[config.mk]
export PLATFORM = sky130hd
export DESIGN_NAME = acc_core
export DESIGN_NICKNAME = d
export VERILOG_FILES = /design/src/common/harness_pkg.sv /design/src/logic/acc_core.sv
export SDC_FILE = /design/constraint.sdc
export NUM_CORES = 1
export LEC_CHECK = 0
export BUFFER_PORTS_ARGS = -buffer_cell sky130_fd_sc_hd__buf_2
export CORE_MARGIN = 8
export CORE_UTILIZATION = 50
export CTS_CLUSTER_SIZE = 16
export DETAILED_ROUTE_END_ITERATION = 10
export PLACE_DENSITY = 0.73
export SLEW_MARGIN = 20
export SYNTH_ARGS = -nofsm -noshare
export SYNTH_HDL_FRONTEND = slang
export SYNTH_SLANG_ARGS = --single-unit
[constraint.sdc]
create_clock -name sys_clk -period 4.2 [get_ports sys_clk]
set_clock_uncertainty 0.2 [all_clocks]
set_input_delay 0.21 -clock sys_clk [delete_from_list [all_inputs] [get_ports sys_clk]]
set_output_delay 0.21 -clock sys_clk [all_outputs]
set_load 0.005 [all_outputs]
[src/common/harness_pkg.sv]
package harness_pkg;

    localparam int MEM_WORDS    = 256;
    localparam int CLKS_PER_BIT = 16;
    localparam int BIT_CNT_W    = $clog2(CLKS_PER_BIT);

    typedef logic [31:0]          word_t;
    typedef logic [7:0]           addr_t;  // Word address
    typedef logic [7:0]           byte_t;
    typedef logic [BIT_CNT_W-1:0] bit_cnt_t;

    localparam bit_cnt_t BIT_LAST  = bit_cnt_t'(CLKS_PER_BIT - 1);
    localparam bit_cnt_t HALF_LAST = bit_cnt_t'(CLKS_PER_BIT / 2 - 1);

    localparam byte_t CORE_ID   = 8'h5A;
    localparam byte_t ACK_BYTE  = 8'hA5;
    localparam byte_t HALT_BYTE = 8'hAA;

    // Held in bits 31 to 24 of an instruction word
    typedef enum logic [7:0] {
        OP_LDI  = 8'h01,
        OP_LD   = 8'h02,
        OP_ST   = 8'h03,
        OP_ADD  = 8'h04,
        OP_ADDI = 8'h05,
        OP_BNZ  = 8'h06,
        OP_JMP  = 8'h07,
        OP_HALT = 8'h08
    } opcode_t;

    typedef enum logic [7:0] {
        CMD_WRITE = 8'h01,
        CMD_READ  = 8'h02,
        CMD_RUN   = 8'h03,
        CMD_ID    = 8'h04
    } cmd_t;

    typedef struct packed {
        logic  cyc;
        logic  stb;
        logic  we;
        addr_t adr;
        word_t dat;
    } wb_req_t;

    typedef struct packed {
        word_t dat;
        logic  ack;
    } wb_rsp_t;

    typedef enum logic [2:0] {S_IDLE, S_ADDR, S_DATA, S_MEM, S_RUN, S_REPLY} ctrl_state_t;

    typedef enum logic [1:0] {FETCH, EXEC, MEMWAIT, HALTED} core_state_t;

endpackage

[src/logic/acc_core.sv]
`timescale 1ns/1ps

module acc_core (
    input  logic                 sys_clk,
    input  logic                 arst_n_i,
    input  logic                 rst_core_i,
    output harness_pkg::wb_req_t instr_req_o,
    input  harness_pkg::wb_rsp_t instr_rsp_i,
    output harness_pkg::wb_req_t data_req_o,
    input  harness_pkg::wb_rsp_t data_rsp_i,
    output logic                 halted_o
);

    harness_pkg::core_state_t state_q;
    harness_pkg::addr_t       pc_q;
    harness_pkg::word_t       acc_q;
    harness_pkg::word_t       ir_q;
    harness_pkg::opcode_t     op;
    harness_pkg::addr_t       ir_addr;
    harness_pkg::word_t       imm_zx;
    harness_pkg::word_t       imm_sx;
    logic                     i_stb_q;
    logic                     d_stb_q;
    logic                     d_we_q;
    harness_pkg::addr_t       d_adr_q;
    harness_pkg::word_t       d_dat_q;

    // Instruction fields
    assign op      = harness_pkg::opcode_t'(ir_q[31:24]);
    assign ir_addr = ir_q[7:0];
    assign imm_zx  = {16'h0000, ir_q[15:0]};
    assign imm_sx  = {{16{ir_q[15]}}, ir_q[15:0]};

    always_ff @(posedge sys_clk or negedge arst_n_i) begin
        if (!arst_n_i) begin
            state_q <= harness_pkg::FETCH;
            pc_q    <= '0;
            acc_q   <= '0;
            i_stb_q <= 1'b0;
            d_stb_q <= 1'b0;
        end else if (rst_core_i) begin  // Every run starts at address 0
            state_q <= harness_pkg::FETCH;
            pc_q    <= '0;
            acc_q   <= '0;
            i_stb_q <= 1'b0;
            d_stb_q <= 1'b0;
        end else begin
            case (state_q)
                harness_pkg::FETCH: begin
                    if (!i_stb_q) begin
                        i_stb_q <= 1'b1;
                    end else if (instr_rsp_i.ack) begin
                        i_stb_q <= 1'b0;
                        state_q <= harness_pkg::EXEC;
                    end
                end
                harness_pkg::EXEC: begin
                    state_q <= harness_pkg::FETCH;
                    pc_q    <= pc_q + 1'b1;
                    case (op)
                        harness_pkg::OP_LDI:  acc_q <= imm_zx;
                        harness_pkg::OP_ADDI: acc_q <= acc_q + imm_sx;
                        harness_pkg::OP_BNZ:  if (acc_q != '0) pc_q <= ir_addr;
                        harness_pkg::OP_JMP:  pc_q <= ir_addr;
                        harness_pkg::OP_LD,
                        harness_pkg::OP_ST,
                        harness_pkg::OP_ADD: begin
                            d_stb_q <= 1'b1;
                            state_q <= harness_pkg::MEMWAIT;
                        end
                        default: state_q <= harness_pkg::HALTED;  // OP_HALT or undefined
                    endcase
                end
                harness_pkg::MEMWAIT: if (data_rsp_i.ack) begin
                    d_stb_q <= 1'b0;
                    state_q <= harness_pkg::FETCH;
                    if (op == harness_pkg::OP_LD) begin
                        acc_q <= data_rsp_i.dat;
                    end else if (op == harness_pkg::OP_ADD) begin
                        acc_q <= acc_q + data_rsp_i.dat;
                    end
                end
                default: ;  // HALTED until the controller resets us
            endcase
        end
    end

    always_ff @(posedge sys_clk) begin
        if (state_q == harness_pkg::FETCH && instr_rsp_i.ack) ir_q <= instr_rsp_i.dat;
        if (state_q == harness_pkg::EXEC) begin
            d_adr_q <= ir_addr;
            d_dat_q <= acc_q;
            d_we_q  <= (op == harness_pkg::OP_ST);
        end
    end

    assign instr_req_o = '{cyc: i_stb_q, stb: i_stb_q, we: 1'b0, adr: pc_q, dat: '0};
    assign data_req_o  = '{cyc: d_stb_q, stb: d_stb_q, we: d_we_q, adr: d_adr_q, dat: d_dat_q};
    assign halted_o    = (state_q == harness_pkg::HALTED);

    a_one_access: assert property (@(posedge sys_clk) disable iff (!arst_n_i)
        !(instr_req_o.stb && data_req_o.stb));

endmodule

==> metrics.md <==
| Metric | Value |
|---|---|
| Multi-input logic area | 0.00507 sq mm |
| Row count | 47 |
| # placed instances | 1,258 |
| Final TNS setup | 0 ns |
| Area Growth Syn to Fin | 14.7% |
| Crit-path max FO | 12 |
| R2R cell count | 11 |
| Post-DP HPWL | 18.0 mm |
| Synthesized area per cell | 8.91 sq um |
| Core area | 0.0166 sq mm |
| Port Buffer Count | 114 |
| Reg clk slew, reported paths | 0.08 ns |
| Slew @ Worst Pin | 0.755 ns |
| Final Hold Viols | 0 |
| Setup WS pre-CTS | 0.819 ns |
| Top Ports | 156 |
| Maximum operating frequency | 291 MHz |
| Slew headroom | 49.5% |
| Fillers | 1,479 |
| # diodes | 0 |
| Outcome | finished clean |
| Max stage delay on crit path | 0.57 ns |
| Cts bufs inserted | 9 |
| DRT Pass-1 Iters | 5 |
| Clock sinks | 109 |
| CP Cell Sequence | buf_4, ha_1, a21oi_1, o21bai_1, a2111oi_0, o21bai_1, a21o_1, a21oi_1, xor2_1, nor3_1, a311o_1 |
| DRT iter0 DRCs | 568 |
| Antenna Nets Post-Route | 0 |
| Crit path capture type | flip-flop |
| Async set-reset flop share out of synthesis | 40.4% |
| Mapped Cells | 954 |
| Commonest non-fill, non-tap cell in the layout | buf_2 |
| CP Data Required Time | 4.25 ns |
| Worst Setup EP | acc_q[31] |
| DRT Wirelength | 24.0 mm |
| Period utilization | 81.8% |
| TritonCTS clock tree | done |
| Register-to-register setup slack | 0.76 ns |
| Leak Pwr | 4.18 nW |
| Setup bufs post-CTS | 0 |
| VDD IR-drop max | 0.000278 V |
| Layout cell share with drive strength beyond 1 | 15.4% |
| H-Tree Depth | 3 |
| Via/cell ratio | 5.91 |
| Largest net degree at the start of global routing | 54 |
| Critical path's slowest cell | edfxtp_1 |
| WS Path Type | reg -> reg |
| Number of hold buffers added after cts | 28 |
| Die W | 146 microns |
| Critical R2R Capture | acc_q[31] |
| Initial antenna violation count | 0 |
| Root Driver | clkbuf_16 |
| Final cell utilization of the core | 58.8% |
| Gr ovfl total | 0 |
| Post-synthesis sequential area ratio | 35.9% |
| Synth warn | 0 |
| Area of the mapped netlist | 0.00850 sq mm |
| # DRC | 0 |
| FF/Latch Area | 0.00305 sq mm |
| Synthesized flop and latch total | 109 |
| Number of flops mapped to enable cells by yosys | 65 |
| Nets | 1,215 |
| Max-slew violations | 0 |
| Initial Util | 51.3% |
| Most frequent cells in the layout | buf_2, nand2_1, a21oi_1 |
| Final worst setup slack | 0.763 ns |
| Final Critical Period | 3.44 ns |
| WL/cell | 18.4 microns |
| Worst skew pair latency | 0.37 ns |
| RePlAce Congestion | 0.933 |
| Top FF cell, synth | edfxtp_1 |
| R2r startpoint | ir_q[15] |
| Power Density | 326 mW/mm^2 |
| Final Setup Violations | 0 |
| CP Launch Type | flip-flop |
| Die area | 0.0214 sq mm |
| CTS resizes | 0 |
| Distinct cells, synth | 81 |
| First-pass GRT wire length | 38.4 mm |
| Non-filler instance count after layout | 1,302 |
| GRT Resource Usage Total | 21.9% |
| Die Span Y | 146 microns |
| DR vias | 7,698 |
| Type of the worst min-delay path | in -> reg |
| Vias in the first global route | 7,444 |
| Worst Setup SP | ir_q[15] |
| MaxCap Viol Count | 0 |
| Critical Path AT | 3.48 ns |
| Max Buffers Root-to-Sink | 2 |
| RSZ-0062 raised after global routing | false |
==> worst max-delay path, delay by kind of cell (launching register included) <==
family	cells	cell delay, ns
AO/OA/AOI/OAI	7	1.63
XOR/XNOR	1	0.18
adder cells (fa/ha/maj)	1	0.42
buffers and inverters	1	0.26
flip-flops	1	0.57
AND/OR/NAND/NOR	1	0.06
==> registers in the layout, summed over array words and instances (netlist names) <==
name	count
i_stb_q	1
acc_q	32
d_stb_q	1
pc_q	8
d_adr_q	8
state_q	2
d_we_q	1
ir_q	24
d_dat_q	32
==> cell families (layout without fill, tap and decap cells) <==
| kind of cell | Yosys count | count (layout) | synth area share, % |
|---|---|---|---|
| other cells | 1 | 33 | 0.0441 |
| xor+xnor | 48 | 48 | 4.94 |
| simple gates | 316 | 316 | 18.4 |
| mux | 6 | 6 | 0.721 |
| compound gates | 307 | 307 | 23.6 |
| flops | 109 | 109 | 35.9 |
| buf+inv | 98 | 194 | 6.08 |
| fa+ha+maj | 69 | 69 | 10.3 |
==> cell type report <==
type	instances	share of cell area [%]
Multi-Input combinational cell	779	52.0
Sequential cell	109	31.3
Timing Repair Buffer	154	9.65
Tap cell	220	2.82
Clock buffer	9	2.31
Clock inverter	7	1.04
Inverter	24	0.924
==> where the power goes <==
part	switching [mW]	internal [mW]	leakage, nW	total, mW
Clock	0.455	0.484	0.156	0.939
Combinational	0.544	0.384	2.83	0.928
Sequential	0.0812	1.23	1.19	1.32
==> metal layers <==
layer	track usage (%)	routed length [microns]
met1	30.8	11300
met2	33.8	10500
met3	4.11	1830
met4	6.18	386
met5	0	0
==> how the worst min path moves through the flow <==
stage | startpoint | cells after the start | to
4_1_cts | data_rsp_i[22] | 3 | acc_q[21]
3_3_place_gp | arst_n_i | 2 | pc_q[5]
2_1_floorplan | arst_n_i | 0 | acc_q[0]
6_report | data_rsp_i[22] | 3 | acc_q[21]
3_5_place_dp | arst_n_i | 2 | pc_q[5]
5_1_grt | data_rsp_i[31] | 4 | acc_q[30]
==> synthesized netlist by cell type, drive strengths merged, types with 4 or more instances <==
master / count / area (sq um)
o31ai: 6 / 50.1
o21a: 5 / 37.5
o211ai: 25 / 188
edfxtp: 65 / 1950
inv: 24 / 90.1
nand2b: 12 / 75.1
and3: 15 / 93.8
nor3b: 4 / 30.0
mux2i: 5 / 50.1
o21ai: 73 / 377
nor2: 70 / 270
nor4: 10 / 62.6
nand4: 12 / 75.1
a21oi: 87 / 435
dfrtp: 44 / 1100
buf: 45 / 318
a21o: 23 / 173
a221oi: 7 / 67.6
a31oi: 11 / 68.8
ha: 67 / 838
xor2: 25 / 219
a41oi: 6 / 60.1
or2: 5 / 33.8
a211oi: 11 / 82.6
a32o: 4 / 40.0
nand2: 95 / 357
nor2b: 9 / 56.3
nor3: 24 / 125
nand3: 26 / 130
a2111oi: 4 / 35.0
or3: 11 / 73.8
or4: 4 / 33.8
xnor2: 23 / 201
clkbuf: 29 / 109
o21bai: 7 / 52.6
and2: 8 / 50.1
==> per-stage QoR <==
stage,area [sq um],hold slack (ns),power (mW)
floorplan,8620,-0.286,1.99
global placement,9140,0.141,2.22
detailed placement,9140,0.145,2.23
CTS,9750,0.00490,3.18
global route,9750,0.0179,3.34
finish,9750,0.0157,3.18
Note: power is estimated with default switching activity, not from simulation.
